File: src/rtl/lsu_cfg.svh
`ifndef LSU_CFG_SVH
`define LSU_CFG_SVH

// data SRAM window, word aligned base
`define LSU_SRAM_BASE   32'h8000_0000
`define LSU_SRAM_WORDS  1024

// CLINT window, inclusive bounds
`define LSU_CLINT_BASE  32'h0200_0000
`define LSU_CLINT_END   32'h0200_ffff

`endif

File: src/rtl/lsu_pkg.sv
package lsu_pkg;

    // core mask code
    typedef enum logic [1:0] {
        MEM_NONE = 2'b00,
        MEM_BYTE = 2'b01,
        MEM_HALF = 2'b10,
        MEM_WORD = 2'b11
    } mem_size_e;

    typedef enum logic [1:0] {
        RESP_OKAY   = 2'b00,
        RESP_SLVERR = 2'b10,
        RESP_DECERR = 2'b11
    } bus_resp_e;

    typedef enum logic [2:0] {
        IDLE,
        READ_ADDR,
        READ_DATA,
        WRITE_ADDR,
        WRITE_DATA,
        WRITE_RESP,
        DONE
    } bus_state_e;

    typedef struct packed {
        logic        wen;
        logic        ren;
        logic        sign;
        mem_size_e   size;
        logic [31:0] addr;
        logic [31:0] wdata;
    } lsu_req_t;

    typedef struct packed {
        logic [31:0] data;    // already shifted to byte lane
        logic [3:0]  strb;
        logic [2:0]  size;    // log2 of byte count
    } wr_beat_t;

    typedef struct packed {
        logic [31:0] data;
        bus_resp_e   resp;
    } rd_resp_t;

endpackage

File: src/rtl/lsu_store_align.sv
`timescale 1ns/1ps

module lsu_store_align import lsu_pkg::*; (
    input  lsu_req_t req,
    output wr_beat_t beat
);

    logic [4:0] shamt;

    assign shamt = {req.addr[1:0], 3'b000};    // 8 * byte offset

    always_comb begin
        beat.data = req.wdata << shamt;
        case (req.size)
            MEM_BYTE: begin
                beat.strb = 4'b0001 << req.addr[1:0];
                beat.size = 3'd0;
            end
            MEM_HALF: begin
                beat.strb = req.addr[1] ? 4'b1100 : 4'b0011;
                beat.size = 3'd1;
            end
            MEM_WORD: begin
                beat.strb = 4'b1111;
                beat.size = 3'd2;
            end
            default: begin
                beat.strb = 4'b0000;    // nothing to store
                beat.size = 3'd0;
            end
        endcase
    end

endmodule

File: config.mk
export PLATFORM = sky130hd
export DESIGN_NAME = lsu_store_align
export DESIGN_NICKNAME = d
export VERILOG_FILES = /design/src/rtl/lsu_cfg.svh /design/src/rtl/lsu_pkg.sv /design/src/rtl/lsu_store_align.sv
export SDC_FILE = /design/constraint.sdc
export NUM_CORES = 1
export LEC_CHECK = 0
export ABC_AREA = 1
export BUFFER_PORTS_ARGS = -buffer_cell sky130_fd_sc_hd__buf_2
export CORE_MARGIN = 5
export CORE_UTILIZATION = 35
export DETAILED_ROUTE_END_ITERATION = 8
export PLACE_DENSITY = 0.9
export SYNTH_ARGS = -nofsm -noshare
export SYNTH_HDL_FRONTEND = slang
export SYNTH_SLANG_ARGS = --single-unit
File: constraint.sdc
create_clock -name vclk -period 2.2
set_clock_uncertainty 0.2 [all_clocks]
set_input_delay 0.66 -clock vclk [all_inputs]
set_output_delay 0.66 -clock vclk [all_outputs]
set_load 0.05 [all_outputs]
==> flow_summary.json, run 1 <==
{
  "num_rows": 17,
  "grt_max_degree": 26,
  "die_w_um": 56.8,
  "crit_endpoint": "beat[23]",
  "run_status": "aborted with a tool error",
  "ios": 108,
  "antenna_found_initial": 0,
  "avgSynthCellArea_um2": 4.61,
  "endpoint_type": "primary output",
  "fp.dieH_um": 56.8,
  "ys_warn_count": 0,
  "portBuffers": 74,
  "place.gp.congestion": 0.797,
  "haltStage": "global routing (5_1_grt)",
  "start_util_pct": 35.6,
  "yosysUniqueCellTypes": 15,
  "post-dp-hpwl_um": 2490,
  "stop_error": "[ERROR DPL-0033] detailed placement checks failed during check placement.",
  "syn_inst": 166,
  "dp.cells": 277,
  "syn_nets": 235,
  "placedInstanceArea_mm2": 0.00149,
  "synth_area_um2": 766,
  "seq_area_frac_synth_pct": 0,
  "postCtsSetupRepairBufs": 0
}
==> repair_timing <==
action	in CTS
pin swaps	4
hold buffers	0
cloned	1
endpoints found under the setup margin	36
gates resized for setup	102
hold endpoints to repair	0
==> cells in the mapped netlist <==
master | n | share of area [%]
buf_2 | 1 | 0.65
buf_4 | 4 | 3.9
buf_6 | 4 | 5.9
buf_8 | 1 | 2.0
clkbuf_1 | 1 | 0.49
conb_1 | 1 | 0.49
inv_1 | 18 | 8.8
inv_2 | 2 | 0.98
inv_4 | 1 | 0.82
nand2_1 | 70 | 34
nand2_2 | 8 | 6.5
nand3_1 | 35 | 23
nor2_1 | 17 | 8.3
nor2_8 | 1 | 2.6
o21ai_0 | 2 | 1.3
==> cells by family after synthesis <==
group	share of synthesized area [%]
and+or+nand+nor	74.7
other	0.490
buffers and inverters	23.5
AOI/OAI and AO/OA	1.31
==> per-stage QoR <==
| stage | setup slack (ps) | setup TNS [ps] |
|---|---|---|
| 2_1_floorplan | -42.0 | -222 |
| 3_3_place_gp | -314 | -8560 |
| 3_5_place_dp | -313 | -8650 |
| 4_1_cts | -17.9 | -56.7 |
==> run 2, diff against run 1 <==
--- a/config.mk
+++ b/config.mk
@@ -7,10 +7,10 @@
 export LEC_CHECK = 0
 export ABC_AREA = 1
 export BUFFER_PORTS_ARGS = -buffer_cell sky130_fd_sc_hd__buf_2
-export CORE_MARGIN = 5
-export CORE_UTILIZATION = 35
+export CORE_AREA = 5 5 66 68
 export DETAILED_ROUTE_END_ITERATION = 8
-export PLACE_DENSITY = 0.9
+export DIE_AREA = 0 0 71 73
+export PLACE_DENSITY_LB_ADDON = 0.15
 export SYNTH_ARGS = -nofsm -noshare
 export SYNTH_HDL_FRONTEND = slang
 export SYNTH_SLANG_ARGS = --single-unit
==> flow_summary.json, run 2 <==
{
  "post-dp-hpwl_um": 2660,
  "drt_iter0_drc": 42,
  "critPathMaxFanout": 5,
  "routed_via_density": 4.26,
  "setup_viol": 9,
  "yosys.cell_count.top_type": "nand2_1",
  "core_mm2": 0.00380,
  "report.final.slew_viol_count": 0,
  "area.sequential_um2": 0,
  "clockBufferCount": 0,
  "yosys-top-cells-count": "nand2_1 (70), nand3_1 (35), inv_1 (18)",
  "post_drt_wl_per_cell_um": 11.4,
  "area_growth_pct": 163,
  "syn_nets": 235,
  "grt-ovfl-total": 0,
  "via_count": 1287,
  "start_kind": "input pin",
  "nNetsFinal": 323,
  "ios": 108,
  "drv_cap": 0,
  "synth_area_um2": 766,
  "finalCritPeriodShare_pct": 101,
  "arrival_ps": 1360,
  "grt_max_degree": 26,
  "power.leakage_nw": 1.11,
  "crit_path_cell_trace": "buf_12, nor2_8, buf_6, nand2_2, nand2_2, buf_8",
  "timing.setup.tns_ps": -108,
  "critPathBufInv": 3,
  "slowest_delay_ps": 160,
  "postCtsSetupRepairBufs": 0,
  "yosysTopAreaCell": "nand2_1",
  "hold_depth": 4,
  "avgSynthCellArea_um2": 4.61,
  "seq_cells": 0,
  "dp.cells": 302,
  "crit_family": "buffers and inverters",
  "syn_inst": 166,
  "fp.dieH_um": 73,
  "hold_viol_final": 0,
  "ys_warn_count": 0,
  "run_status": "complete, but fails checks",
  "grt_pass1_vias": 1212,
  "grt_usage_pct": 12.3,
  "crit_top_cell": "nand2_2",
  "first_pass_iters": 4,
  "portBuffers": 74,
  "ir_worst_vdd_mv": 0.137,
  "hold_path.class": "in2out",
  "netlist.area_leader.share_pct": 34.3,
  "num_rows": 23,
  "failed_checks": "setup timing",
  "grt_pass1_wl_um": 5430,
  "drt_wl_total_um": 3440,
  "cp-end-kind": "output port",
  "place.gp.congestion": 0.764,
  "antenna_cells": 0,
  "hold_slack_ps": 1470,
  "hold_buffers": 0,
  "worst_slack_ps": -23.8,
  "critPathRequiredTime_ps": 1340,
  "cpMaxStageDelayCell": "nor2_8",
  "holdCritStartpoint": "req[21]",
  "rsz0062_at_grt": "true",
  "worstHoldEndpoint": "beat[28]",
  "fp.dieArea_mm2": 0.00518,
  "pwr_density_cell_mw_per_mm2": 313,
  "seq_area_frac_synth_pct": 0,
  "fmax_ghz": 0.450,
  "crit_type": "in2out",
  "start_util_pct": 20.2,
  "drc": 0,
  "antenna_found_initial": 0,
  "ant_nets": 0,
  "dp_slack_ps": -271,
  "yosysUniqueCellTypes": 15,
  "period_needed_ps": 2220,
  "final_cell_mix": "nand2_1 (36), buf_2 (36), nand2_2 (33)",
  "final_layout_size_suffix_gt1_share_pct": 69.4,
  "layout.cells.non_filler": 302,
  "die_w_um": 71,
  "ys_top_cells_by_area": "nand2_1 (34%), nand3_1 (23%), inv_1 (8.8%), nor2_1 (8.3%), nand2_2 (6.5%)"
}
==> run 2: through the flow <==
step	power, mW	area (µm²)	util (%)
after floorplan	0.369	1020	-
after global placement	0.494	1540	40.5
after detailed placement	0.494	1540	40.5
after CTS	0.610	1920	50.6
after global routing	0.665	2020	53.1
final	0.630	2020	53.1
==> run 2: layout make-up <==
type / count / area, µm²
repair buffers: 97 / 940
fillers: 411 / 1780
multi-input cells: 134 / 912
well taps: 50 / 62.6
inverters: 21 / 103
==> run 2: repair_timing <==
| action | in CTS | in global routing |
|---|---|---|
| endpoints found under the hold margin | 0 | 0 |
| pin swaps | 5 | 6 |
| setup endpoints to repair | 36 | 32 |
| gates resized for setup | 117 | 27 |
| gates cloned | 1 | 0 |
==> run 2: worst min-delay path, stage by stage <==
cell and delay (ps):
buf_2 90, nand2_2 50, nand3_2 60, buf_8 140
==> run 2: logic make-up after synthesis <==
kind of cell	count (synthesis)	synth area share, %
simple gates	131	74.7
buf+inv	32	23.5
compound gates	2	1.31
other cells	1	0.490
==> run 2: where the power goes <==
group | switching (mW) | internal (mW) | total [mW] | leakage (nW)
Combinational | 0.379 | 0.251 | 0.630 | 1.11
Clock | 0 | 0 | 0 | 0
Sequential | 0 | 0 | 0 | 0
==> run 2: metal layers <==
layer / global-route usage, % / wire length (µm)
met1: 16.2 / 1390
met2: 23.1 / 1850
met3: 1.10 / 198
met4: 0 / 0
met5: 0 / 0
==> run 2: worst max path at each step <==
| stage | start | end | slack, ps | cells after the start |
|---|---|---|---|---|
| floorplan | req[64] | beat[3] | -40 | 3 |
| global placement | req[33] | beat[28] | -280 | 5 |
| detailed placement | req[32] | beat[31] | -270 | 7 |
| CTS | req[33] | beat[3] | -30 | 6 |
| global route | req[33] | beat[30] | -70 | 6 |
| finish | req[33] | beat[3] | -20 | 6 |
Note: power is estimated with default switching activity, not from simulation.
