### config.mk
export PLATFORM = sky130hd
export DESIGN_NAME = lsu_bus_ctrl
export DESIGN_NICKNAME = d
export VERILOG_FILES = /design/src/rtl/lsu_cfg.svh /design/src/rtl/lsu_pkg.sv /design/src/rtl/lsu_bus_ctrl.sv
export SDC_FILE = /design/constraint.sdc
export NUM_CORES = 1
export LEC_CHECK = 0
export ABC_AREA = 1
export BUFFER_PORTS_ARGS = -buffer_cell sky130_fd_sc_hd__buf_2
export CAP_MARGIN = 20
export CORE_MARGIN = 5
export CORE_UTILIZATION = 29
export CTS_BUF_LIST = sky130_fd_sc_hd__clkbuf_16
export DETAILED_ROUTE_END_ITERATION = 12
export PLACE_DENSITY = 0.74
export SLEW_MARGIN = 10
export SYNTH_ARGS = -nofsm -noshare
export SYNTH_HDL_FRONTEND = slang
export SYNTH_SLANG_ARGS = --single-unit
### constraint.sdc
create_clock -name clk -period 2.7 [get_ports clk]
set_clock_uncertainty 0.1 [all_clocks]
set_input_delay 0.27 -clock clk [delete_from_list [all_inputs] [get_ports clk]]
set_output_delay 0.27 -clock clk [all_outputs]
set_load 0.05 [all_outputs]
### src/rtl/lsu_cfg.svh
`ifndef LSU_CFG_SVH
`define LSU_CFG_SVH

// data SRAM window, word aligned base
`define LSU_SRAM_BASE   32'h8000_0000
`define LSU_SRAM_WORDS  1024

// CLINT window, inclusive bounds
`define LSU_CLINT_BASE  32'h0200_0000
`define LSU_CLINT_END   32'h0200_ffff

`endif

### src/rtl/lsu_pkg.sv
package lsu_pkg;

    // core mask code
    typedef enum logic [1:0] {
        MEM_NONE = 2'b00,
        MEM_BYTE = 2'b01,
        MEM_HALF = 2'b10,
        MEM_WORD = 2'b11
    } mem_size_e;

    typedef enum logic [1:0] {
        RESP_OKAY   = 2'b00,
        RESP_SLVERR = 2'b10,
        RESP_DECERR = 2'b11
    } bus_resp_e;

    typedef enum logic [2:0] {
        IDLE,
        READ_ADDR,
        READ_DATA,
        WRITE_ADDR,
        WRITE_DATA,
        WRITE_RESP,
        DONE
    } bus_state_e;

    typedef struct packed {
        logic        wen;
        logic        ren;
        logic        sign;
        mem_size_e   size;
        logic [31:0] addr;
        logic [31:0] wdata;
    } lsu_req_t;

    typedef struct packed {
        logic [31:0] data;    // already shifted to byte lane
        logic [3:0]  strb;
        logic [2:0]  size;    // log2 of byte count
    } wr_beat_t;

    typedef struct packed {
        logic [31:0] data;
        bus_resp_e   resp;
    } rd_resp_t;

endpackage

### src/rtl/lsu_bus_ctrl.sv
`timescale 1ns/1ps

module lsu_bus_ctrl import lsu_pkg::*; (
    input  logic      clk,
    input  logic      rst,
    input  logic      start,
    input  lsu_req_t  req,
    input  wr_beat_t  beat,
    output logic      arvalid,
    input  logic      arready,
    input  logic      rvalid,
    input  rd_resp_t  rresp,
    output logic      awvalid,
    input  logic      awready,
    output logic      wvalid,
    input  logic      wready,
    output wr_beat_t  wbeat,
    input  logic      bvalid,
    input  bus_resp_e bresp,
    output logic      busy,
    output logic      done,
    output logic      err
);

    bus_state_e state;
    bus_state_e state_nx;
    bus_resp_e  resp_q;

    always_comb begin
        state_nx = state;
        case (state)
            IDLE: begin
                if (start) begin
                    if (req.wen) begin
                        state_nx = WRITE_ADDR;
                    end else if (req.ren) begin
                        state_nx = READ_ADDR;
                    end else begin
                        state_nx = DONE;    // no bus access
                    end
                end
            end
            READ_ADDR:  if (arready) state_nx = READ_DATA;
            READ_DATA:  if (rvalid) state_nx = DONE;    // rready tied high
            WRITE_ADDR: if (awready) state_nx = WRITE_DATA;
            WRITE_DATA: if (wready) state_nx = WRITE_RESP;
            WRITE_RESP: if (bvalid) state_nx = DONE;    // bready tied high
            default:    state_nx = IDLE;
        endcase
    end

    always_ff @(posedge clk) begin
        if (rst) begin
            state  <= IDLE;
            resp_q <= RESP_OKAY;
        end else begin
            state <= state_nx;
            if (state == IDLE && start) begin
                resp_q <= RESP_OKAY;
            end else if (state == READ_DATA && rvalid) begin
                resp_q <= rresp.resp;
            end else if (state == WRITE_RESP && bvalid) begin
                resp_q <= bresp;
            end
        end
    end

    // write beat held for the whole transaction
    always_ff @(posedge clk) begin
        if (state == IDLE && start) begin
            wbeat <= beat;
        end
    end

    assign arvalid = (state == READ_ADDR);
    assign awvalid = (state == WRITE_ADDR);
    assign wvalid  = (state == WRITE_DATA);

    assign busy = (state != IDLE);
    assign done = (state == DONE);
    assign err  = done && (resp_q != RESP_OKAY);

endmodule

==> Word-level counts from Yosys, hierarchy flattened <==
Index checks and enable logic that the tools add are counted.
{ "totals": {"register_bits": 44, "inputBits": 152, "out_inout_bits": 45, "elab_cells": 38} }
{ "classes": {"eq_ne": 12, "muxes": 11, "reduce_logical": 10} }
{ "op_table": {"columns": ["cell", "n"], "rows": [
  ["$mux W3", 8],
  ["$pmux W3 S6", 1],
  ["$eq A3 B3 Y1 const B", 3],
  ["$eq A3 B2 Y1 const B", 2],
  ["$ne A2 B1 Y1 const B", 3],
  ["$ne A2 B2 Y1 const B", 3],
  ["$reduce_and A6 Y1", 1],
  ["$logic_and A1 B1 Y1", 4],
  ["$mux W2", 2],
  ["$reduce_bool A2 Y1", 2],
  ["$eq A3 B1 Y1 const B", 1],
  ["$logic_not A3 Y1", 1],
  ["$reduce_bool A3 Y1", 1],
  ["$reduce_or A2 Y1", 1]
]} }

==> Depth between registers and ports, before layout <==
{ "logic_depth": {"depth_word": 4, "mapped_depth": 9, "ltp_nobuf": 9} }

==> Worst setup path before layout <==
No wires, ideal clock.
{ "synth_path": {"path_type": "flip-flop to flip-flop", "startpoint": "register state[0]", "endpoint": "register wbeat[0] in the netlist's numbering, enable pin", "setup_ps": 436, "arrival_ps": 2493, "required_ps": 2164, "setup_slack_ps": -329, "stages_incl_launch_ff": 4, "path_buffers": 0, "period_less_slack_ps": 3029, "cell_sequence": "dfxtp_1 -> nor2_2 -> nand2_2 -> nor2_1"} }
{ "synth_via": {"elab_chain_len": 2} }
{ "synth_lines": {"columns": ["item", "line", "source"], "rows": [
  ["from (decl)", "lsu_bus_ctrl.sv:25", "bus_state_e state;"],
  ["from (signal assigned)", "lsu_bus_ctrl.sv:57", "state <= state_nx;"],
  ["$logic_not A3 Y1", "lsu_bus_ctrl.sv:70", "if (state == IDLE && start) begin"],
  ["$logic_and A1 B1 Y1", "lsu_bus_ctrl.sv:70", null],
  ["to (signal assigned)", "lsu_bus_ctrl.sv:71", "wbeat <= beat;"],
  ["to (decl)", "lsu_bus_ctrl.sv:17", "output wr_beat_t wbeat,"]
]} }
Every way passes these cells.
A chain may end at the register's enable or synchronous reset.

==> Worst setup path in the final report <==
{ "layout_path": {"startpoint": "register state[2]", "endpoint": "output port err"} }
{ "layout_via": {"elab_chain_len": 2} }
{ "layout_lines": {"columns": ["item", "line", "source"], "rows": [
  ["$eq A3 B3 Y1", "lsu_bus_ctrl.sv:80", "assign done = (state == DONE);"],
  ["$logic_and A1 B1 Y1", "lsu_bus_ctrl.sv:81", "assign err = done && (resp_q != RESP_OKAY);"],
  ["to (decl)", "lsu_bus_ctrl.sv:22", "output logic err"]
]} }
Every way passes these cells.

==> summary.md <==
| Metric | Value |
|---|---|
| Vias after detailed routing | `1265` |
| Maximum clock frequency | `~0.47 GHz` |
| Required time of the worst setup path | `about 2.3 ns` |
| Power density normalized to cell area | `1160 nW/µm²` |
| Multiplexer fraction of the synthesized cell area | `0%` |
| Wire length of the first global-routing pass | `roughly 6800 µm` |
| Cell type with the largest total area after synthesis | `edfxtp_1` |
| ANT cells | `0` |
| Post-Route M1 WL | `1860 µm` |
| Via count of the first global-routing pass | `1222` |
| Clock tree sinks | `44` |
| Post-layout total power | `2.75 mW` |
| Critical Setup Path Class | `reg2out` |
| Post-Syn Nets | `267` |
| Gate Count Post-Synth | `between 100 and 150` |
| Setup repair after global routing missed its margin | `false` |
| CTS Buf Count | `5` |
| Final Wtd Congestion | `0.827` |
| Final cycle utilization of the critical path | `79.6%` |
| Effective utilization at floorplan | `29.8%` |
| Simple-Gate Fraction of Synth Area | `between 10% and 20%` |
| First drt pass iteration count | `3` |
| Leakage Power | `1.06 nW` |
| Via density per instance | `4.36` |
| X dimension of the die | `85.3 µm` |
| Most used flip-flop cell after synthesis | `edfxtp_1` |
| CTS H-tree depth | `2` |
| Overflow after GRT | `0` |
| Kind of end point of the critical path | `output port` |
| Highest metal layer with signal wires | `met4` |
| Average cell area after synthesis | `14.4 µm²` |
| Insertion delay of the later-clocked pin in the worst-skew pair | `0.28 ns` |
| Detailed-routed wire length on met3 | `approximately 800 µm` |
| Post-DP HPWL | `3590 µm` |
| Post_cts resized | `0` |
| Max Root-Sink Buffers | `2` |
| Area enclosed by the die boundary | `between 7000 and 8000 µm²` |
| Number of flip-flops and latches in the synthesized netlist | `44` |
| Main combinational cell family by area after synthesis | `simple AND/OR/NAND/NOR gates` |
| Y dimension of the die | `~85 µm` |
| Commonest cells post-synth | `edfxtp_1 (39), inv_1 (12), nand2_1 (9)` |
| Number of port buffers | `97` |
| Area Growth Syn to Fin | `43.8%` |
| Root buffer selected by CTS | `clkbuf_16` |
| Actual slew at the worst max-slew pin | `around 0.49 ns` |
| DRC errors left | `0` |
| Cell types with the largest area share after synthesis | `edfxtp_1 (71%), dfxtp_1 (6.1%), inv_1 (2.7%), nand4_1 (2.3%), nand2_1 (2.1%)` |
| Total of hold buffers inserted after clock tree synthesis | `0` |
| Initial antenna violation count | `0` |
| Library cell with the highest instance count after synthesis | `edfxtp_1` |
| Met2 routed WL | `1900 µm` |
| Total placed cells including tap cells | `283` |
| Post-synthesis instance area | `1640 µm²` |
| Largest net degree at the start of global routing | `40` |
| Area share of xor/xnor cells in the synthesized design | `0%` |
| Slew Limit Headroom | `roughly 67%` |
| Core region area | `roughly 5500 µm²` |
| Async set or reset register ratio after synthesis | `0%` |
| CTS clk-pin slew, worst paths | `0.06 ns` |
| Post-CTS setup buffers | `0` |
| Number of nets still failing antenna checks after routing | `0` |
| Synthesized-area fraction occupied by adder cells | `0.762%` |
| Minimum clock period after layout | `roughly 2.1 ns` |
| Number of warnings reported in the yosys synthesis log | `0` |
| Area share of the leading cell type in the synthesized netlist | `71.3%` |
| Number of cell rows | `27` |
| Final sum of negative setup slack | `0 ns` |
| Path type of the worst min-delay path | `in2reg` |
| Number of synthesized flops with an enable pin | `39` |
| Dpl ws | `0.884 ns` |
| Number of top-level pins | `a little under 200` |
| Status | `finished, final reports clean` |
| Synth Area in Compound Gates | `3.58%` |
| Proportion of layout cells with a drive suffix above 1 | `56.0%` |
| Top fanout value on the critical path | `12` |
| Initial detailed-routing violation count | `37` |
| Final Hold Viols | `0` |
| Global router's overall resource usage | `around an eighth` |
| TritonCTS clock tree | `done` |
| Final Worst Setup Slack | `0.550 ns` |
| Count of distinct cell types in the synthesized netlist | `23` |
| Final net count | `371` |
| CP startpoint kind | `flop` |
| Part of the Yosys area used for sequential elements | `between 70% and 80%` |
| Final count of pins violating max slew | `0` |
| Worst vdd ir | `643 µV` |
| Wire length per cell after detailed routing | `roughly 16 µm` |
| Reported max-cap violation count | `0` |
| Routed wire length | `~4600 µm` |
| Final setup viols | `0` |
| Final instance count without filler cells | `between 200 and 300` |
| CP arrival | `1.78 ns` |
## flip-flops by register name, summed over array words and instances (netlist names)
register	cells
resp_q	2
wbeat	39
state	3
## metal layers
layer	vias to the layer above	GRT usage (%)
li1	610	-
met1	587	15.0
met2	61	17.2
met3	7	9.51
met4	0	4.75
met5	-	0
## final timing paths
check	cells after the start	to	start	slack, ns
min reg2reg	2	resp_q[0]	resp_q[0]	0.38
min	1	wbeat[12]	beat[12]	0.06
max reg2reg	4	wbeat[6]	state[2]	0.86
max	4	err	state[2]	0.55
## layout make-up
type | instances | area (µm²)
Clock buffer | 5 | 125
Clock inverter | 2 | 8.76
Fill cell | 514 | 3140
Inverter | 16 | 60.1
Multi-Input combinational cell | 53 | 314
Sequential cell | 44 | 1270
Tap cell | 72 | 90.1
Timing Repair Buffer | 98 | 493
## power by group
part           internal [mW]  total (mW)  switching (mW)
Combinational          0.239        1.16           0.921
Clock                  0.332       0.555           0.223
Sequential             0.952        1.04          0.0844
Total                   1.52        2.75            1.23
## cells by family (layout without fill, tap and decap cells)
group,count (synthesis),count (layout)
buf+inv,17,121
compound gates,10,10
flops,44,44
fa+ha+maj,1,1
simple gates,42,42
## worst max-delay path: stages (launching register included)
cell,delay (ns)
dfxtp_1,0.60
inv_2,0.19
nor3_1,0.29
o21a_1,0.16
buf_2,0.25
## through the flow
stage	hold slack, ns	utilization (%)	area [µm²]
global route	0.0532	42.9	2360
floorplan	0.269	-	1650
finish	0.0626	42.9	2360
CTS	0.0553	42.9	2360
detailed placement	0.348	40.5	2230
global placement	0.347	40.5	2230
## placed cells by master (no fill, tap or decap), types with 2 or more instances in the layout
master and instances:
nand4_1 6, nor3_1 3, a31oi_1 2, buf_2 97, inv_2 4, o21ai_1 2, dfxtp_1 5, nand3_1 4
a21oi_1 2, edfxtp_1 39, nor2_1 6, nor2_2 2, o21ai_0 2, nand2_1 9, nand3_2 3, inv_1 13
nand2_2 4, clkbuf_16 5, nor2_4 3
(Power assumes the default switching activity.)
