File: config.mk
export PLATFORM = sky130hd
export DESIGN_NAME = lsu_load_extract
export DESIGN_NICKNAME = d
export VERILOG_FILES = /design/src/rtl/lsu_cfg.svh /design/src/rtl/lsu_pkg.sv /design/src/rtl/lsu_load_extract.sv
export SDC_FILE = /design/constraint.sdc
export NUM_CORES = 1
export LEC_CHECK = 0
export BUFFER_PORTS_ARGS = -buffer_cell sky130_fd_sc_hd__buf_4
export CAP_MARGIN = 10
export CORE_AREA = 5 5 88 73
export DETAILED_ROUTE_END_ITERATION = 8
export DIE_AREA = 0 0 93 78
export PLACE_DENSITY = 0.75
export SYNTH_ARGS = -nofsm -noshare
export SYNTH_HDL_FRONTEND = slang
export SYNTH_SLANG_ARGS = --single-unit
File: constraint.sdc
create_clock -name clk -period 1.3 [get_ports clk]
set_input_delay 0.26 -clock clk [delete_from_list [all_inputs] [get_ports clk]]
set_output_delay 0.26 -clock clk [all_outputs]
set_load 0.05 [all_outputs]
File: src/rtl/lsu_cfg.svh
`ifndef LSU_CFG_SVH
`define LSU_CFG_SVH

// data SRAM window, word aligned base
`define LSU_SRAM_BASE   32'h8000_0000
`define LSU_SRAM_WORDS  1024

// CLINT window, inclusive bounds
`define LSU_CLINT_BASE  32'h0200_0000
`define LSU_CLINT_END   32'h0200_ffff

`endif

File: src/rtl/lsu_pkg.sv
package lsu_pkg;

    // core mask code
    typedef enum logic [1:0] {
        MEM_NONE = 2'b00,
        MEM_BYTE = 2'b01,
        MEM_HALF = 2'b10,
        MEM_WORD = 2'b11
    } mem_size_e;

    typedef enum logic [1:0] {
        RESP_OKAY   = 2'b00,
        RESP_SLVERR = 2'b10,
        RESP_DECERR = 2'b11
    } bus_resp_e;

    typedef enum logic [2:0] {
        IDLE,
        READ_ADDR,
        READ_DATA,
        WRITE_ADDR,
        WRITE_DATA,
        WRITE_RESP,
        DONE
    } bus_state_e;

    typedef struct packed {
        logic        wen;
        logic        ren;
        logic        sign;
        mem_size_e   size;
        logic [31:0] addr;
        logic [31:0] wdata;
    } lsu_req_t;

    typedef struct packed {
        logic [31:0] data;    // already shifted to byte lane
        logic [3:0]  strb;
        logic [2:0]  size;    // log2 of byte count
    } wr_beat_t;

    typedef struct packed {
        logic [31:0] data;
        bus_resp_e   resp;
    } rd_resp_t;

endpackage

File: src/rtl/lsu_load_extract.sv
`timescale 1ns/1ps

module lsu_load_extract import lsu_pkg::*; (
    input  logic        clk,
    input  logic        rst,
    input  logic        rvalid,
    input  rd_resp_t    rresp,
    input  lsu_req_t    req,
    output logic [31:0] rdata
);

    logic [31:0] data_q;
    logic [31:0] shifted;

    always_ff @(posedge clk) begin
        if (rst) begin
            data_q <= 32'h0;
        end else if (rvalid) begin    // rready always high
            data_q <= rresp.data;
        end
    end

    assign shifted = data_q >> {req.addr[1:0], 3'b000};

    always_comb begin
        case (req.size)
            MEM_BYTE: rdata = {{24{shifted[7] & req.sign}}, shifted[7:0]};
            MEM_HALF: rdata = {{16{shifted[15] & req.sign}}, shifted[15:0]};
            MEM_WORD: rdata = shifted;
            default:  rdata = 32'h0;
        endcase
    end

endmodule

**Yosys cells after proc, flatten, opt, wreduce, memory -nomap -nowiden**

Cells that the tools add are included.

- Register bits: 32
- Bits of input ports: 106
- Word-level logic and storage cells: 8

- Equality and inequality tests: 3
- Shift operators: 1
- Multiplexer cells: 1
- Bitwise operators: 2

Operators by type and width:

| kind | count |
|---|---|
| 32-bit case mux with 3 select lines | 1 |
| 32-bit by 5-bit right shift with 32-bit output | 1 |
| 2-bit == test, second input constant | 2 |
| 1-bit AND | 2 |
| 2-bit by 1-bit == test with 1-bit output, second input constant | 1 |

**Depth between registers and ports, before layout**

Gate-level depths: netlist (run 1).

- Depth after elaboration: 3
- Gate-level depth with buffers: 5
- Depth with buffers taken out: 3

**Worst setup path before layout (run 1)**

OpenSTA, ideal clock, no wires.

- Path kind: in2out
- From: input req[32] (netlist name)
- To: output rdata[0]
- Arrival time: 2036 ps
- Required time: 1040 ps
- Slack: -996 ps
- Cell stages on the path: 5
- Cell sequence: buf_2 buf_2 buf_4 a211oi_1 a211oi_1

- Longest elaborated chain between the ends: 2

RTL lines:

| what | RTL line | text |
|---|---|---|
| start: declaration | lsu_load_extract.sv:8 | `input lsu_req_t req,` |
| 32-bit by 5-bit right shift with 32-bit output | lsu_load_extract.sv:23 | `assign shifted = data_q >> {req.addr[1:0], 3'b000};` |
| 32-bit case mux with 3 select lines | lsu_load_extract.sv:26 | `case (req.size)` |
| end: declaration | lsu_load_extract.sv:9 | `output logic [31:0] rdata` |

No other way between the ends.

**Final worst setup path (run 1)**

- From: register data_q[31]
- To: output rdata[15]

- Longest elaborated chain between the ends: 3

RTL lines:

| what | RTL line | text |
|---|---|---|
| start: declaration | lsu_load_extract.sv:12 | `logic [31:0] data_q;` |
| start signal: assignment | lsu_load_extract.sv:19 | `data_q <= rresp.data;` |
| 32-bit by 5-bit right shift with 32-bit output (*) | lsu_load_extract.sv:23 |  |
| 1-bit AND | lsu_load_extract.sv:27 | `MEM_BYTE: rdata = {{24{shifted[7] & req.sign}}, shifted[7:0]};` |
| 32-bit case mux with 3 select lines (*) | lsu_load_extract.sv:26 |  |

Every way passes the cells marked *; elsewhere a longest branch is shown, timed or not.

==> impl_metrics.env, run 1 <==
export IMPL_pwr_share_comb_pct=34.5
export IMPL_grt_pass1_vias=2013
export IMPL_grt_pass1_wl_mm=10.23
export IMPL_p_sw_share_pct=32.04
export IMPL_cts_inserted_buffers=5
export IMPL_firstDrtPassIters=4
export IMPL_die_w_um=93
export IMPL_antenna_found_initial=0
export IMPL_final_max_slew_violation_count=0
export IMPL_critPathRequiredTime_ns=1.04
export IMPL_cp_arrival_ns=1.60
export IMPL_clockBufferDepth=2
export IMPL_cts_tree="done"
export IMPL_setup_viol=32
export IMPL_htree_num_levels=2
export IMPL_core_area_sq_um=5405
export IMPL_routed_wl_mm=6.786
export IMPL_end_kind="output port"
export IMPL_violations="negative setup slack"
export IMPL_max_slew_worst_pin_slew_ns=0.3421
export IMPL_hold_buffers=0
export IMPL_fin_crit_sh_pct=143.2
export IMPL_syn_area_per_cell_sq_um=8.909
export IMPL_portBuffers=71
export IMPL_max_freq_mhz=537.0
export IMPL_vias=2031
export IMPL_path_max_fanout=8
export IMPL_p_switching_mw=0.9368
export IMPL_fin_nets=422
export IMPL_top_regs="data_q: 32 flops"
export IMPL_rsz0062_at_grt="true"
export IMPL_p_per_area_nw_per_um2=868.2
export IMPL_finalClockSkew_ns=0
export IMPL_synth_top_area_cell="dfxtp_1"
export IMPL_grt_max_degree=33
export IMPL_clkPwrFrac_pct=27.8
export IMPL_hold_viol=0
export IMPL_areaGrowthSynthToFinish_pct=68.78
export IMPL_vias_per_cell=5.331
export IMPL_fin_crit_ns=1.862
export IMPL_drcViolationCount=0
export IMPL_largest_register_ffs=32
export IMPL_synth_area_sq_um=1996
export IMPL_setup_ws_ns=-0.5621
export IMPL_hpwl_mm=4.708
export IMPL_clock_latency_ns=0.27
export IMPL_fin_cells=381
export IMPL_synth_seq_cells=32
export IMPL_antenna_cells=0
export IMPL_final_util_pct=62.31
export IMPL_p_int_mw=1.987
export IMPL_place_inst=364
export IMPL_synthDistinctLibCells=25
export IMPL_initial_utilization_pct=36.92
export IMPL_yosys_warnings=0
export IMPL_syn_inst=224
export IMPL_die_height_um=78
export IMPL_syn_nets=330
export IMPL_p_leak_nw=1.516
export IMPL_path_clk_slew_ns=0.07
export IMPL_grt_overflow_total=0
export IMPL_ios=138
export IMPL_grt_use_total_pct=17.75
export IMPL_num_rows=24
export IMPL_startpoint_type="flop"
export IMPL_p_seq_share_pct=37.8
export IMPL_synth_top_area_share_pct=32.10
export IMPL_tns_ns=-14.54
export IMPL_largest_register="data_q"
export IMPL_ir_worst_vdd_mv=0.8122
export IMPL_n_fill_cell=445
export IMPL_ant_nets=0
export IMPL_path_class="reg2out"
export IMPL_stdcell_area_sq_um=3368
export IMPL_cts_sinks=32
export IMPL_cts_root_buf="clkbuf_8"
export IMPL_hold_ws_ns=0.2148
export IMPL_drt_iter0_markers=130
export IMPL_die_area_sq_um=7254
export IMPL_slew_headroom_pct=77.19
export IMPL_drv_cap=0
export IMPL_wl_per_cell_um=17.81
export IMPL_yosysSeqAreaShare_pct=32.10
export IMPL_drive_gt1_share_pct=57.91
export IMPL_place_area_sq_um=2880
export IMPL_ys_top_cells_by_area="dfxtp_1 32%, mux2i_1 20%, nor2_1 6.2%"
export IMPL_hp_class="in2reg"
export IMPL_status="finished with violations"
export IMPL_gp_congestion=0.7910
## path summary, 6_finish.rpt
kind / from / to / cells after the start / slack [ns]
max: data_q[31] / rdata[15] / 4 / -0.56
min: rresp[30] / data_q[28] / 3 / 0.21
max reg2reg: data_q[25] / data_q[25] / 4 / 0.40
min reg2reg: data_q[8] / data_q[8] / 2 / 0.50
## through the flow
stage	setup slack (ns)	power, mW
2_1_floorplan	-0.5858	1.660
3_3_place_gp	-0.4186	1.960
3_5_place_dp	-0.4469	1.974
4_1_cts	-0.5808	2.855
5_1_grt	-0.6487	3.050
6_report	-0.5621	2.924
## layout by cell type, fill, tap and decap left out
cell type  netlist  final
a2bb2oi_4        1      1
mux2i_2          0      2
mux2i_1         40     36
nor2b_4          0      7
a21oi_1          1      1
mux2_4           1      1
nor2_1          33     33
a211oi_2         0     12
nor2b_2          0      1
nand2b_4         0      1
dfxtp_4          0      2
nor4bb_1         1      1
and3b_1          3      3
a22oi_4          1      1
o211ai_1        16     16
dfxtp_1         32      9
mux2_2           8      8
buf_4            3     77
nand2_1         23     23
dfxtp_2          0     21
mux2i_4          0      2
buf_12           0      7
and4b_1          1      1
o21ai_4          0      8
a211oi_4         0      2
o22a_1           7      7
mux4_2           1      1
nand3b_1         1      1
clkbuf_8         0      7
clkbuf_16        0      3
inv_1            2      2
buf_8            0      1
buf_6            2     18
## layout make-up
class / count / area, sq um / share of cell area, %
well taps: 65 / 81.33 / 2.415
multi-input cells: 169 / 1498 / 44.47
repair buffers: 106 / 1011 / 30.01
clock buffers: 7 / 96.34 / 2.860
inverters: 2 / 7.507 / 0.2229
flip-flops and latches: 32 / 674.4 / 20.02
## power groups by stage
stage / Clock, mW / Combinational, mW / Sequential (mW)
after floorplan: 0 / 0.568 / 1.09
after global placement: 0 / 0.855 / 1.11
after detailed placement: 0 / 0.867 / 1.11
after CTS: 0.825 / 0.935 / 1.10
after global routing: 0.876 / 1.06 / 1.11
final: 0.813 / 1.01 / 1.10
## metal layers
layer	track usage, %	routed length, um	vias to the layer above
li1	-	-	988
met1	24.24	3072	972
met2	28.54	3262	71
met3	4.739	451	0
met4	2.928	0	0
met5	0	0	-
## cell usage after synthesis
| library cell | instances |
|---|---|
| mux2_4 | 1 |
| mux2i_1 | 40 |
| dfxtp_1 | 32 |
| nand3b_1 | 1 |
| nand2_1 | 23 |
| a2bb2oi_4 | 1 |
| inv_1 | 2 |
| o22a_1 | 7 |
| a21oi_1 | 1 |
| buf_2 | 10 |
| mux4_2 | 1 |
| nor2_1 | 33 |
| nand2b_2 | 1 |
| a22oi_4 | 1 |
| buf_6 | 2 |
| and3b_1 | 3 |
| o211ai_1 | 16 |
| nor4bb_1 | 1 |
| clkbuf_1 | 6 |
| mux2_2 | 8 |
| o21ai_0 | 8 |
| nor2b_1 | 8 |
| buf_4 | 3 |
| a211oi_1 | 14 |
| and4b_1 | 1 |
## repair_timing
| item | CTS | global route |
|---|---|---|
| pin swaps | 9 | 7 |
| gates cloned | 0 | 3 |
| endpoints found under the setup margin | 32 | 32 |
| resized for setup | 47 | 28 |
| setup buffers | 2 | 5 |
## cell families (layout without fill, tap and decap cells)
| logic type | Yosys count | in the layout | synth area share, % |
|---|---|---|---|
| muxes | 50 | 50 | 26.46 |
| buffers and inverters | 23 | 115 | 6.270 |
| DFF | 32 | 32 | 32.10 |
| and+or+nand+nor | 71 | 71 | 16.18 |
| AOI/OAI and AO/OA | 48 | 48 | 19.00 |
## critical path, cell delays in order (launching register included)
cell      delay [ns]
dfxtp_2         0.33
mux4_2          0.52
nand2b_4        0.23
o21ai_4         0.09
buf_6           0.16
(Power assumes the default switching activity.)
==> inputs of run 2 (changes only) <==
--- a/config.mk
+++ b/config.mk
@@ -7,10 +7,10 @@
 export LEC_CHECK = 0
 export BUFFER_PORTS_ARGS = -buffer_cell sky130_fd_sc_hd__buf_4
 export CAP_MARGIN = 10
-export CORE_AREA = 5 5 88 73
+export CORE_AREA = 5 5 98 81
 export DETAILED_ROUTE_END_ITERATION = 8
-export DIE_AREA = 0 0 93 78
-export PLACE_DENSITY = 0.75
+export DIE_AREA = 0 0 103 86
+export PLACE_DENSITY = 0.62
 export SYNTH_ARGS = -nofsm -noshare
 export SYNTH_HDL_FRONTEND = slang
 export SYNTH_SLANG_ARGS = --single-unit
==> run 2 against run 1 <==
Compared with the run above:
- maximum frequency decreased by 1.8%
- critical path type unchanged
- die area is 22% higher
- cell count grew 4.7%
- cell area is 2.3% lower
- clock skew unchanged
- the flow still finishes with violations (negative setup slack)
==> impl_metrics.env, run 2 (synthesis results as in run 1) <==
export IMPL_place_inst=390
export IMPL_hold_buffers=0
export IMPL_drive_gt1_share_pct=56.73
export IMPL_gp_congestion=0.7358
export IMPL_drv_cap=0
export IMPL_hold_viol=0
export IMPL_hp_start="rresp[26]"
export IMPL_final_max_slew_violation_count=0
export IMPL_fin_nets=420
export IMPL_slew_headroom_pct=78.27
export IMPL_firstDrtPassIters=4
export IMPL_clock_latency_ns=0.28
export IMPL_path_max_fanout=8
export IMPL_antenna_cells=0
export IMPL_ff2ff_path_depth=4
export IMPL_hpwl_mm=4.765
export IMPL_cp_slowest_cell="mux4_2"
export IMPL_path_class="reg2out"
export IMPL_violations="negative setup slack"
export IMPL_top_regs="data_q: 32 flops"
export IMPL_vias=1956
export IMPL_path_delay_family="multiplexers"
export IMPL_startpoint_type="flop"
export IMPL_grt_overflow_total=0
export IMPL_hp_class="in2reg"
export IMPL_drcViolationCount=0
export IMPL_max_freq_mhz=527.2
export IMPL_critPathRequiredTime_ns=1.04
export IMPL_ios=138
export IMPL_fin_cells=399
export IMPL_routed_wl_mm=6.669
export IMPL_antenna_found_initial=0
export IMPL_cp_arrival_ns=1.64
export IMPL_rr_endpoint="data_q[26]"
export IMPL_grt_use_total_pct=15.19
export IMPL_critical_path_buf_inv_count=1
export IMPL_max_slew_worst_pin_slew_ns=0.3259
export IMPL_grt_pass1_wl_mm=10.47
export IMPL_setup_viol=32
export IMPL_clockBufferDepth=2
export IMPL_cts_tree="done"
export IMPL_num_rows=27
export IMPL_wl_per_cell_um=16.71
export IMPL_fin_crit_sh_pct=145.9
export IMPL_final_common_cell="buf_4"
export IMPL_core_area_sq_um=6824
export IMPL_cts_sinks=32
export IMPL_drt_iter0_markers=58
export IMPL_htree_num_levels=2
export IMPL_hold_depth=3
export IMPL_grt_pass1_vias=2075
export IMPL_min_to="data_q[24]"
export IMPL_rsz0062_at_grt="true"
export IMPL_layout_cells_most_common_list="78 x buf_4, 35 x mux2i_1, 33 x nor2_1, 23 x nand2_1, 21 x dfxtp_2"
export IMPL_p_per_area_nw_per_um2=836.2
export IMPL_ant_nets=0
export IMPL_cpPeakStageDelay_ns=0.51
export IMPL_cts_root_buf="clkbuf_8"
export IMPL_die_area_sq_um=8858
export IMPL_crit_reg2reg_launch="data_q[26]"
export IMPL_finalClockSkew_ns=0
export IMPL_path_clk_slew_ns=0.06
export IMPL_setup_ws_ns=-0.5967
export IMPL_vias_per_cell=4.902
export IMPL_ir_worst_vdd_mv=0.4990
export IMPL_p_leak_nw=1.473
export IMPL_initial_utilization_pct=29.24
export IMPL_areaGrowthSynthToFinish_pct=64.83
export IMPL_die_height_um=86
export IMPL_fin_crit_ns=1.897
export IMPL_crit_chain="mux4_2 -> nand2b_4 -> o21ai_4 -> buf_6"
export IMPL_grt_max_degree=33
export IMPL_largest_register="data_q"
export IMPL_largest_register_ffs=32
export IMPL_status="finished with violations"
export IMPL_final_util_pct=48.20
export IMPL_end_kind="output port"
export IMPL_reg2reg_slack_ns=0.43
export IMPL_portBuffers=71
export IMPL_cts_inserted_buffers=5
export IMPL_die_w_um=103
==> run 2: changes by cell type in the layout (fill, tap and decap cells not counted), moves of 2 or more <==
| cell | delta |
|---|---|
| buf_16 | +2 |
| a211oi_4 | -2 |
| mux2i_2 | +2 |
| clkbuf_8 | -2 |
| clkbuf_16 | -3 |
==> run 2: layer usage <==
layer | share of wire, % | GRT usage (%) | wire [um] | vias to the layer above
met5 | 0 | 0 | 0 | -
met4 | 0.30 | 2.118 | 20 | 0
met3 | 6.3 | 4.472 | 422 | 3
met2 | 47 | 24.93 | 3158 | 48
met1 | 46 | 20.13 | 3068 | 917
li1 | - | - | - | 988
==> run 2: how the worst max path moves through the flow <==
stage	from	end	cells after the start	slack, ns
after global routing	data_q[23]	rdata[28]	6	-0.63
final	data_q[23]	rdata[8]	4	-0.60
after CTS	data_q[31]	rdata[10]	4	-0.60
after detailed placement	req[33]	rdata[28]	5	-0.43
after floorplan	req[33]	rdata[20]	5	-0.59
after global placement	req[33]	rdata[28]	5	-0.42
==> run 2: worst register-to-register path, stage by stage, from the launching register on <==
cell,delay (ns)
dfxtp_1,0.32
buf_4,0.13
buf_4,0.13
mux2i_1,0.12
nor2_1,0.05
==> run 2: timing repair <==
item                       4_1_cts  5_1_grt
setup buffers                    2        0
pin swaps                       11        5
setup endpoints to repair       32       32
gates cloned                     2        0
resized for setup               62        7
==> run 2: per-stage QoR <==
step / setup slack [ns] / instance area [sq um] / total power [mW] / hold WS [ns] / TNS [ns]
3_3_place_gp: -0.4230 / 2925 / 1.973 / 0.4652 / -10.76
6_report: -0.5967 / 3289 / 2.751 / 0.2169 / -15.11
2_1_floorplan: -0.5858 / 2152 / 1.660 / 0.3324 / -13.85
4_1_cts: -0.6032 / 3271 / 2.760 / 0.2117 / -15.27
5_1_grt: -0.6304 / 3289 / 2.900 / 0.2123 / -16.55
3_5_place_dp: -0.4331 / 2925 / 1.981 / 0.4851 / -11.15
==> run 2: layout make-up <==
cell class | count | area, sq um
clock buffer | 5 | 68.82
timing repair buffer | 104 | 963.4
multi-input combinational | 169 | 1470
inverter | 2 | 7.507
tap | 87 | 108.9
sequential | 32 | 670.6
fill | 697 | 3535
==> run 2: report_power, final <==
part / internal [mW] / leakage [nW] / switching [mW]
Clock: 0.344 / 0.0359 / 0.332
Combinational: 0.452 / 1.17 / 0.518
Sequential: 1.05 / 0.272 / 0.0561
Total: 1.84 / 1.47 / 0.907
