`config.mk`:
```
export PLATFORM = sky130hd
export DESIGN_NAME = clint_timer
export DESIGN_NICKNAME = d
export VERILOG_FILES = /design/src/rtl/lsu_cfg.svh /design/src/rtl/lsu_pkg.sv /design/src/rtl/clint_timer.sv
export SDC_FILE = /design/constraint.sdc
export NUM_CORES = 1
export LEC_CHECK = 0
export BUFFER_PORTS_ARGS = -buffer_cell sky130_fd_sc_hd__buf_2
export CAP_MARGIN = 5
export CORE_MARGIN = 8
export CORE_UTILIZATION = 31
export CTS_CLUSTER_SIZE = 8
export DETAILED_ROUTE_END_ITERATION = 10
export GPL_ROUTABILITY_DRIVEN = 0
export PLACE_DENSITY = 0.52
export SYNTH_ARGS = -nofsm -noshare
export SYNTH_HDL_FRONTEND = slang
export SYNTH_SLANG_ARGS = --single-unit
```
`constraint.sdc`:
```
create_clock -name clk -period 2.76 [get_ports clk]
set_input_delay 0.552 -clock clk [delete_from_list [all_inputs] [get_ports clk]]
set_output_delay 0.552 -clock clk [all_outputs]
set_load 0.01 [all_outputs]
```
`src/rtl/lsu_cfg.svh`:
```
`ifndef LSU_CFG_SVH
`define LSU_CFG_SVH

// data SRAM window, word aligned base
`define LSU_SRAM_BASE   32'h8000_0000
`define LSU_SRAM_WORDS  1024

// CLINT window, inclusive bounds
`define LSU_CLINT_BASE  32'h0200_0000
`define LSU_CLINT_END   32'h0200_ffff

`endif

```
`src/rtl/lsu_pkg.sv`:
```
package lsu_pkg;

    // core mask code
    typedef enum logic [1:0] {
        MEM_NONE = 2'b00,
        MEM_BYTE = 2'b01,
        MEM_HALF = 2'b10,
        MEM_WORD = 2'b11
    } mem_size_e;

    typedef enum logic [1:0] {
        RESP_OKAY   = 2'b00,
        RESP_SLVERR = 2'b10,
        RESP_DECERR = 2'b11
    } bus_resp_e;

    typedef enum logic [2:0] {
        IDLE,
        READ_ADDR,
        READ_DATA,
        WRITE_ADDR,
        WRITE_DATA,
        WRITE_RESP,
        DONE
    } bus_state_e;

    typedef struct packed {
        logic        wen;
        logic        ren;
        logic        sign;
        mem_size_e   size;
        logic [31:0] addr;
        logic [31:0] wdata;
    } lsu_req_t;

    typedef struct packed {
        logic [31:0] data;    // already shifted to byte lane
        logic [3:0]  strb;
        logic [2:0]  size;    // log2 of byte count
    } wr_beat_t;

    typedef struct packed {
        logic [31:0] data;
        bus_resp_e   resp;
    } rd_resp_t;

endpackage

```
`src/rtl/clint_timer.sv`:
```
`timescale 1ns/1ps

module clint_timer import lsu_pkg::*; (
    input  logic        clk,
    input  logic        rst,
    input  logic        arvalid,
    output logic        arready,
    input  logic [31:0] araddr,
    output logic        rvalid,
    output rd_resp_t    rresp
);

    logic [63:0] mtime;
    logic [31:0] rdata_q;

    assign arready = 1'b1;

    always_ff @(posedge clk) begin
        if (rst) begin
            mtime  <= 64'h0;
            rvalid <= 1'b0;
        end else begin
            mtime  <= mtime + 64'd1;    // cycles since reset
            rvalid <= arvalid;
        end
    end

    // half picked at the AR transfer
    always_ff @(posedge clk) begin
        if (arvalid) begin
            rdata_q <= araddr[2] ? mtime[63:32] : mtime[31:0];
        end
    end

    assign rresp = '{data: rdata_q, resp: RESP_OKAY};

endmodule

```
### After elaboration in Yosys (flattened, before gate mapping)

Cells that the tools add are included.
Widths: inputs -> output; s select.

| operators by class | value |
|---|---|
| muxes and demuxes | 1 |
| add/sub/neg operators | 1 |

Operators with widths:

| cell | number |
|---|---|
| $add 64x1->64 const B | 1 |
| $mux 32 | 1 |

| word-level totals | value |
|---|---|
| output and inout bits | 36 |
| register bits | 97 |
| word-level logic and storage cells | 5 |
| bits of input ports | 35 |

### Longest topological paths before layout

Gate-level depths: netlist of the first run.

| depth | value |
|---|---|
| depth after elaboration | 1 |
| depth in mapped cells | 7 |
| mapped depth without buffers | 6 |

### Worst setup path after synthesis of the first run

OpenSTA, ideal clock, no wires.

| path | value |
|---|---|
| kind | register to register |
| from | register mtime[0] |
| to | register mtime[48] |
| required time | 2.689 ns |
| library setup time | 0.071 ns |
| period minus slack after synthesis | 2.107 ns |
| setup slack | 0.653 ns |
| data arrival time | 2.036 ns |
| stages on the path, launching flop included | 8 |
| path buffers | 1 |
| path through | dfxtp_1 > ha_1 > nand3_4 > nor4b_4 > nand4_2 > buf_6 > or3_1 > a21oi_1 |

| between the ends | value |
|---|---|
| word-level cells in the longest chain between the ends | 1 |

Ends and longest elaborated chain:

| element | line | RTL |
|---|---|---|
| from (decl) | clint_timer.sv:13 | `logic [63:0] mtime;` |
| from (signal assigned) | clint_timer.sv:23 | `mtime <= mtime + 64'd1;` |
| $add 64x1->64 | clint_timer.sv:23 |  |

No other way between the ends.
A chain may end at the register's enable or synchronous reset.

### Final worst setup path of the first run

| path | value |
|---|---|
| from | register mtime[14] |
| to | register mtime[60] |

Same word-level chain as after synthesis.

==> results of run 1 <==
[per-stage QoR]
| stage | worst slack [ps] | cells | util [%] | hold WS (ps) | instance area [um^2] |
|---|---|---|---|---|---|
| after floorplan | 653.0 | 423 | - | 446.7 | 4392 |
| after global placement | 339.1 | 626 | 34.32 | 458.8 | 4763 |
| after detailed placement | 320.2 | 626 | 34.32 | 473.0 | 4763 |
| after CTS | 330.8 | 642 | 36.46 | 483.9 | 5061 |
| after global routing | 87.98 | 642 | 36.46 | 498.6 | 5061 |
| final | 377.3 | 642 | 36.46 | 487.7 | 5061 |
[power by group]
part           leakage, nW  switching, W  internal, W
registers            0.854    0.00000949      0.00149
clock network        0.131      0.000548     0.000704
logic                0.815     0.0000571    0.0000289
total                 1.80      0.000614      0.00223
[registers in the layout, summed over array words and instances (netlist names)]
register / flops
mtime: 64
rvalid: 1
rdata_q: 32
[layer usage]
layer | share of wire, % | vias up
li1 | - | 1612
met1 | 47 | 1532
met2 | 47 | 47
met3 | 4.1 | 16
met4 | 1.9 | 0
met5 | 0 | -
[final cells by class]
| type | instances | area share (%) |
|---|---|---|
| flip-flops and latches | 97 | 44.70 |
| multi-input cells | 301 | 39.83 |
| repair buffers | 42 | 4.697 |
| clock buffers | 10 | 4.524 |
| well taps | 180 | 4.450 |
| clock inverters | 6 | 1.360 |
| inverters | 6 | 0.4450 |
[Yosys cell counts, types with 5 or more instances]
cell type,number
dfxtp_1,65
nor2_1,40
edfxtp_1,32
mux2_2,30
a21oi_1,27
nand2_1,27
nand4_1,26
o21ai_0,24
or3_1,23
xor2_1,23
nand3_1,14
clkbuf_1,13
xnor2_1,10
and4_1,8
or4_1,8
inv_1,6
nor3_1,6
and3_1,5
o31ai_1,5
[worst min path at each step]
stage / startpoint / slack, ps / endpoint
floorplan: mtime[0] / 450 / mtime[0]
global placement: mtime[63] / 460 / mtime[63]
detailed placement: mtime[63] / 470 / mtime[63]
CTS: mtime[63] / 480 / mtime[63]
global route: mtime[63] / 500 / mtime[63]
finish: mtime[63] / 490 / mtime[63]
[cell families after synthesis]
group	after synthesis	share of synthesized area (%)
and+or+nand+nor	174	23.64
muxes	30	7.699
AOI/OAI and AO/OA	60	7.471
DFF	97	51.55
buffers and inverters	25	2.595
xor gates and xnor gates	33	6.587
other	2	0.1712
adders and majority gates	1	0.2851
[worst min-delay path: cells and delay by family (launching register included)]
| kind | cells | cell delay (ps) |
|---|---|---|
| flops | 1 | 320 |
| compound gates | 2 | 120 |
[cell usage in the layout, fill, tap and decap left out, types with 3 or more instances in the layout]
cell,Yosys,routed
and2_1,3,3
edfxtp_1,32,32
nor2b_1,3,3
dfxtp_1,65,65
nand4_1,26,26
clkbuf_16,0,9
buf_4,3,5
nor2_1,40,40
nand3_1,14,14
buf_2,1,36
clkinvlp_4,0,4
nor3_1,6,6
or4_1,8,8
o21ai_0,24,24
mux2_2,30,30
xor2_1,23,23
o31ai_1,5,5
and3_1,5,5
xnor2_1,10,10
and4_1,8,8
a21oi_1,27,27
or3_1,23,23
nand2_1,27,27
conb_1,2,3
inv_1,6,6
==> flow_summary.toml, run 1 <==
[worst_hold_path]
worstHoldPathType = "reg2reg"
min_delay_path_depth = 2

[flow_run]
cap_violations = 0

[worst_setup_path]
crit_chain = "and4_1, nor4b_4, nand4_2, or4_1, a21oi_1"
required_ps = 3030
r2r_setup_slack_ps = 380
cp.depth = 5
critPathCapture = "mtime[60]"
crit_buf_inv = 0
crit_path_max_incr_delay_ps = 580
crit_type = "reg2reg"
rr_worst_depth = 5
reg2reg_from = "mtime[14]"
arrival_ps = 2660
critPathLaunchType = "flop"
worstSetupStartpoint = "mtime[14]"
cp_slowest_cell = "or4_1"
end_kind = "flop"
r2r_end = "mtime[60]"
worstPathMaxFanout = 14
critPathTopFamily = "simple AND/OR/NAND/NOR gates"

[global_routing]
grt-ovfl-total = 0
grtUsageMet1_pct = 12.84
grt_busiest_layer = "met2"
use_met3_pct = 2.972
grt_usage_pct = 10.91
antenna_found_initial = 0
grt_pass1_vias = 3249
grtUsageMet2_pct = 17.86
grt_max_degree = 35
grt_pass1_wl_um = 15750

[timing]
period_needed_ps = 2383
timing.final.max_slew_violations = 0
setup_viol = 0
tns_ps = 0
hold_viol = 0
worstMarginPinSlew_ps = 810.7
relSlewSlack_pct = 45.96
max_freq_mhz = 419.7
rsz0062_at_grt = "false"
fin_crit_sh_pct = 86.33
clock_skew_ps = 10.89

[clocking]
clock_path_buffers = 2
cts_root_buffer = "clkbuf_16"
hold_buffers = 0
cts_setup_buffers = 0
htree_num_levels = 3
cts_inserted_buffers = 9
cts.repair.resized = 0
clkTransAtPathRegs_ps = 70
cts_tree = "yes"
insertion_delay_ps = 350
clock_sinks = 97

[synthesis]
async_flop_share_pct = 0
ys.warnings.count = 0
yosys.area.top_type = "dfxtp_1"
synth_area_mm2 = 0.004388
yosysTopAreaCellShare_pct = 29.65
synth_edf_count = 32
synthTopCellsByArea = "dfxtp_1 30%, edfxtp_1 22%, mux2_2 7.7%, xor2_1 4.6%, nand4_1 3.7%"
synth-seq-cells = 97
synth-main-ff-cell = "dfxtp_1"
yosysSeqAreaShare_pct = 51.55
syn-instance-count = 422
ys_types = 37
syn_area_per_cell_um2 = 10.40

[cells_and_area]
drive_gt1_share_pct = 21.43
seq_area_mm2 = 0.002262
multiInputGateArea_mm2 = 0.002016
final_nets = 493
n_antenna_cell = 0
nFillCells = 1412
syn_to_final_growth_pct = 15.34

[drt]
via_per_inst = 4.995
vias = 3207
ant_nets = 0
drc = 0
firstDrtPassIters = 4
first_iter_violations = 204
drt-total-wl_um = 9455
wl_per_cell_um = 14.73

[placement]
hpwl_um = 6476
portBuffers = 36

[outcome]
outcome = "completed"

[floorplan]
die_area_mm2 = 0.01822
fp.dieH_um = 135.0
rows = 43
die_x_um = 135.0
core_area_mm2 = 0.01388
initial_core_util_pct = 31.61
io_pins = 71

[power]
cellPowerDensity_mw_per_mm2 = 561.1
leakagePower_nw = 1.800
ir_worst_vdd_uv = 241.8
totalPowerFinal_w = 0.002840
No activity file was read; power rests on OpenSTA's default activity.
==> inputs of run 2 (changes only) <==
--- a/config.mk
+++ b/config.mk
@@ -12,7 +12,7 @@
 export CTS_CLUSTER_SIZE = 8
 export DETAILED_ROUTE_END_ITERATION = 10
 export GPL_ROUTABILITY_DRIVEN = 0
-export PLACE_DENSITY = 0.52
+export PLACE_DENSITY = 0.54
 export SYNTH_ARGS = -nofsm -noshare
 export SYNTH_HDL_FRONTEND = slang
 export SYNTH_SLANG_ARGS = --single-unit
==> flow_summary.toml, run 2 (synthesized netlist as in run 1, its figures left out) <==
[placement]
portBuffers = 36
place_area_mm2 = 0.004763
place_inst = 626
hpwl_um = 6420

[worst_setup_path]
crit_buf_inv = 0
worstPathMaxFanout = 14
end_kind = "flop"
critPathLaunchType = "flop"
crit_path_max_incr_delay_ps = 580
cp_slowest_cell = "or4_1"
crit_type = "reg2reg"
required_ps = 3030
arrival_ps = 2690
critPathTopFamily = "simple AND/OR/NAND/NOR gates"
crit_chain = "and4_1, nor4b_4, nand4_2, or4_1, a21oi_1"

[global_routing]
antenna_found_initial = 0
grt-ovfl-total = 0
grt_max_degree = 36
grt_usage_pct = 10.93
grt_pass1_wl_um = 16110
grt_pass1_vias = 3195

[power]
ir_worst_vdd_uv = 350.6
leakagePower_nw = 1.801
cellPowerDensity_mw_per_mm2 = 545.7

[cells_and_area]
layout_common_cells = "65 x dfxtp_1, 40 x nor2_1, 36 x buf_2, 32 x edfxtp_1, 30 x mux2_2"
drive_gt1_share_pct = 21.43
layout_commonest_cell = "dfxtp_1"
largest_reg_flops = 64
regMostFlops = "mtime"
final_nets = 493
seq_area_mm2 = 0.002262
largestRegisters = "mtime (64), rdata_q (32), rvalid (1)"
nFillCells = 1421
multiInputGateArea_mm2 = 0.002016
syn_to_final_growth_pct = 14.74
final_area_mm2 = 0.005035
final_cells = 642
n_antenna_cell = 0

[floorplan]
die_x_um = 135.0
die_area_mm2 = 0.01822
initial_core_util_pct = 31.61
core_area_mm2 = 0.01388
rows = 43
io_pins = 71
fp.dieH_um = 135.0

[timing]
fin_crit_sh_pct = 87.54
setup_viol = 0
tns_ps = 0
relSlewSlack_pct = 45.47
hold_viol = 0
max_freq_mhz = 413.9
clock_skew_ps = 10.61
worstMarginPinSlew_ps = 818.0
rsz0062_at_grt = "false"
timing.final.max_slew_violations = 0
period_needed_ps = 2416

[clocking]
cts_tree = "yes"
insertion_delay_ps = 350
cts_root_buffer = "clkbuf_16"
cts_setup_buffers = 0
hold_buffers = 0
clock_path_buffers = 2
clkTransAtPathRegs_ps = 70
clock_sinks = 97
cts_inserted_buffers = 9
htree_num_levels = 3
cts.repair.resized = 0

[flow_run]
cap_violations = 0

[worst_hold_path]
worstHoldPathType = "reg2reg"

[drt]
first_iter_violations = 215
firstDrtPassIters = 4
wl_per_cell_um = 14.64
vias = 3212
via_per_inst = 5.003
drc = 0
ant_nets = 0
drt-total-wl_um = 9402

[outcome]
outcome = "completed"
run 2: changes by cell type in the layout (fill, tap and decap cells not counted), sizes merged:
cell / before / now
clkinv: 1 / 3
bufinv: 1 / 0
clkinvlp: 4 / 1
inv: 6 / 8
run 2: worst reg2reg max path, delay by kind of cell, from the launching register on:
family           cells  cell delay [ps]
AND/OR/NAND/NOR      4             1780
AO/OA/AOI/OAI        1              140
flip-flops           1              410
run 2: report_power, final:
part / switching, W / total, W / internal, W / leakage [nW]
sequential: 0.00000963 / 0.00150 / 0.00149 / 0.854
clock: 0.000545 / 0.00116 / 0.000614 / 0.133
combinational: 0.0000574 / 0.0000865 / 0.0000291 / 0.813
total: 0.000612 / 0.00275 / 0.00214 / 1.80
run 2: through the flow:
| step | setup slack (ps) | power (W) | hold slack [ps] | util, % |
|---|---|---|---|---|
| finish | 343.8 | 0.002747 | 481.6 | 36.27 |
| global route | 108.0 | 0.002840 | 524.9 | 36.27 |
| CTS | 281.6 | 0.002780 | 484.6 | 36.27 |
| detailed placement | 296.6 | 0.001623 | 470.8 | 34.32 |
| global placement | 361.1 | 0.001622 | 460.7 | 34.32 |
| floorplan | 653.0 | 0.001584 | 446.7 | - |
run 2: path summary, 6_finish.rpt:
| check | from | to | slack [ps] | cells past startpoint |
|---|---|---|---|---|
| worst max register to register | mtime[14] | mtime[60] | 340 | 5 |
| worst min register to register | mtime[63] | mtime[63] | 480 | 2 |
| worst min-delay path | mtime[63] | mtime[63] | 480 | 2 |
| worst max-delay path | mtime[14] | mtime[60] | 340 | 5 |
run 2: cell type report:
type	instances	share of cell area, %
clock buffers	10	4.548
multi-input cells	301	40.03
clock inverters	6	0.8449
inverters	6	0.4473
repair buffers	42	4.722
well taps	180	4.473
flip-flops and latches	97	44.93
run 2: routing by layer:
layer | share of wire, % | GRT usage (%) | routed length, um | vias up
met5 | 0 | 0 | 0 | -
met4 | 1.2 | 3.578 | 116 | 0
met3 | 4.5 | 2.823 | 419 | 10
met2 | 47 | 17.45 | 4379 | 50
met1 | 48 | 14.05 | 4487 | 1539
li1 | - | - | - | 1613
==> inputs of run 3 (changes only) <==
--- a/config.mk
+++ b/config.mk
@@ -7,6 +7,7 @@
 export LEC_CHECK = 0
 export BUFFER_PORTS_ARGS = -buffer_cell sky130_fd_sc_hd__buf_2
 export CAP_MARGIN = 5
+export CORE_ASPECT_RATIO = 1.75
 export CORE_MARGIN = 8
 export CORE_UTILIZATION = 31
 export CTS_CLUSTER_SIZE = 8
==> flow_summary.toml, run 3 (synthesized netlist as in run 1, its figures left out) <==
[worst_setup_path]
crit_buf_inv = 1
cp.depth = 6
crit_type = "reg2reg"
critPathLaunchType = "flop"
reg2reg_from = "mtime[14]"
worstPathMaxFanout = 10
arrival_ps = 2650
critPathCapture = "mtime[54]"
crit_chain = "and4_1, nor4b_4, nand4_2, buf_4, or3_1, a21oi_1"
rr_worst_depth = 6
critPathTopFamily = "simple AND/OR/NAND/NOR gates"
cp_slowest_cell = "nor4b_4"
crit_path_max_incr_delay_ps = 470
r2r_setup_slack_ps = 390
worstSetupStartpoint = "mtime[14]"
required_ps = 3030
r2r_end = "mtime[54]"
end_kind = "flop"

[clocking]
htree_num_levels = 3
cts_inserted_buffers = 9
clock_sinks = 97
insertion_delay_ps = 340
cts_root_buffer = "clkbuf_16"
clkTransAtPathRegs_ps = 70
cts_tree = "yes"
cts_setup_buffers = 0
clock_path_buffers = 2
hold_buffers = 0
cts.repair.resized = 0

[drt]
firstDrtPassIters = 4
via_per_inst = 5.025
drt-total-wl_um = 10020
ant_nets = 0
wl_per_cell_um = 15.56
vias = 3236
drc = 0
first_iter_violations = 192

[placement]
hpwl_um = 7175
portBuffers = 36

[cells_and_area]
final_nets = 498
n_antenna_cell = 0
layout_commonest_cell = "dfxtp_1"
regMostFlops = "mtime"
layout_common_cells = "65 x dfxtp_1, 40 x nor2_1, 36 x buf_2, 32 x edfxtp_1, 30 x mux2_2"
largest_reg_flops = 64
largestRegisters = "mtime (64), rdata_q (32), rvalid (1)"
syn_to_final_growth_pct = 15.63
drive_gt1_share_pct = 22.06

[global_routing]
grt_pass1_vias = 3312
antenna_found_initial = 0
grt-ovfl-total = 0
grt_usage_pct = 11.29
grt_max_degree = 34
grt_pass1_wl_um = 16530

[power]
totalPowerFinal_w = 0.002814
leakagePower_nw = 1.828
ir_worst_vdd_uv = 250.5
cellPowerDensity_mw_per_mm2 = 554.7

[timing]
max_freq_mhz = 421.1
setup_viol = 0
clock_skew_ps = 5.918
relSlewSlack_pct = 47.02
period_needed_ps = 2374
tns_ps = 0
timing.final.max_slew_violations = 0
fin_crit_sh_pct = 86.03
hold_viol = 0
rsz0062_at_grt = "false"
worstMarginPinSlew_ps = 794.7

[floorplan]
die_area_mm2 = 0.01837
rows = 57
fp.dieH_um = 173.4
die_x_um = 105.9
initial_core_util_pct = 31.71
io_pins = 71
core_area_mm2 = 0.01384

[worst_hold_path]
worstHoldPathType = "reg2reg"

[outcome]
outcome = "completed"

[flow_run]
cap_violations = 0
run 3: cell types whose count changed in the layout (fill, tap and decap cells not counted), sizes merged:
cell / delta
buf: +5
bufinv: +1
clkbuf: +1
inv: -2
run 3: cell type report:
cell class / count / area, um^2
clock buffers: 11 / 232.7
clock inverters: 5 / 56.30
fillers: 1407 / 8762
inverters: 6 / 22.52
multi-input cells: 301 / 2016
flip-flops and latches: 97 / 2262
well taps: 177 / 221.5
repair buffers: 47 / 262.8
run 3: per-stage QoR:
stage / util [%] / setup slack (ps) / cell area (um^2) / instances / hold WS [ps]
finish: 36.67 / 385.5 / 5074 / 644 / 479.4
global placement: 34.58 / 427.8 / 4785 / 628 / 464.5
detailed placement: 34.58 / 398.7 / 4785 / 628 / 471.3
CTS: 36.67 / 363.5 / 5074 / 644 / 482.2
floorplan: - / 653.0 / 4392 / 423 / 446.7
global route: 36.67 / 167.4 / 5074 / 644 / 509.4
run 3: per-layer routing:
| metal | up-vias | GRT usage, % | share of wire, % |
|---|---|---|---|
| met5 | - | 0 | 0 |
| met3 | 17 | 2.420 | 2.2 |
| met4 | 0 | 6.785 | 3.8 |
| met2 | 46 | 20.93 | 55 |
| met1 | 1553 | 10.99 | 39 |
| li1 | 1620 | - | - |
run 3: report_power, final:
group	internal (W)	switching (W)	leakage, nW
registers	0.00149	0.00000967	0.854
clock network	0.000702	0.000523	0.139
logic	0.0000296	0.0000574	0.834
run 3: how the worst min path moves through the flow:
stage,start,endpoint,slack [ps],cells after the start
floorplan,mtime[0],mtime[0],450,1
finish,mtime[63],mtime[63],480,2
global placement,mtime[63],mtime[63],460,2
global route,mtime[63],mtime[63],510,2
detailed placement,mtime[63],mtime[63],470,2
CTS,mtime[63],mtime[63],480,2
run 3: worst register-to-register path: stages, from the launching register on:
cell     delay, ps
dfxtp_1        400
and4_1         310
nor4b_4        470
nand4_2        390
buf_4          280
or3_1          310
a21oi_1        150
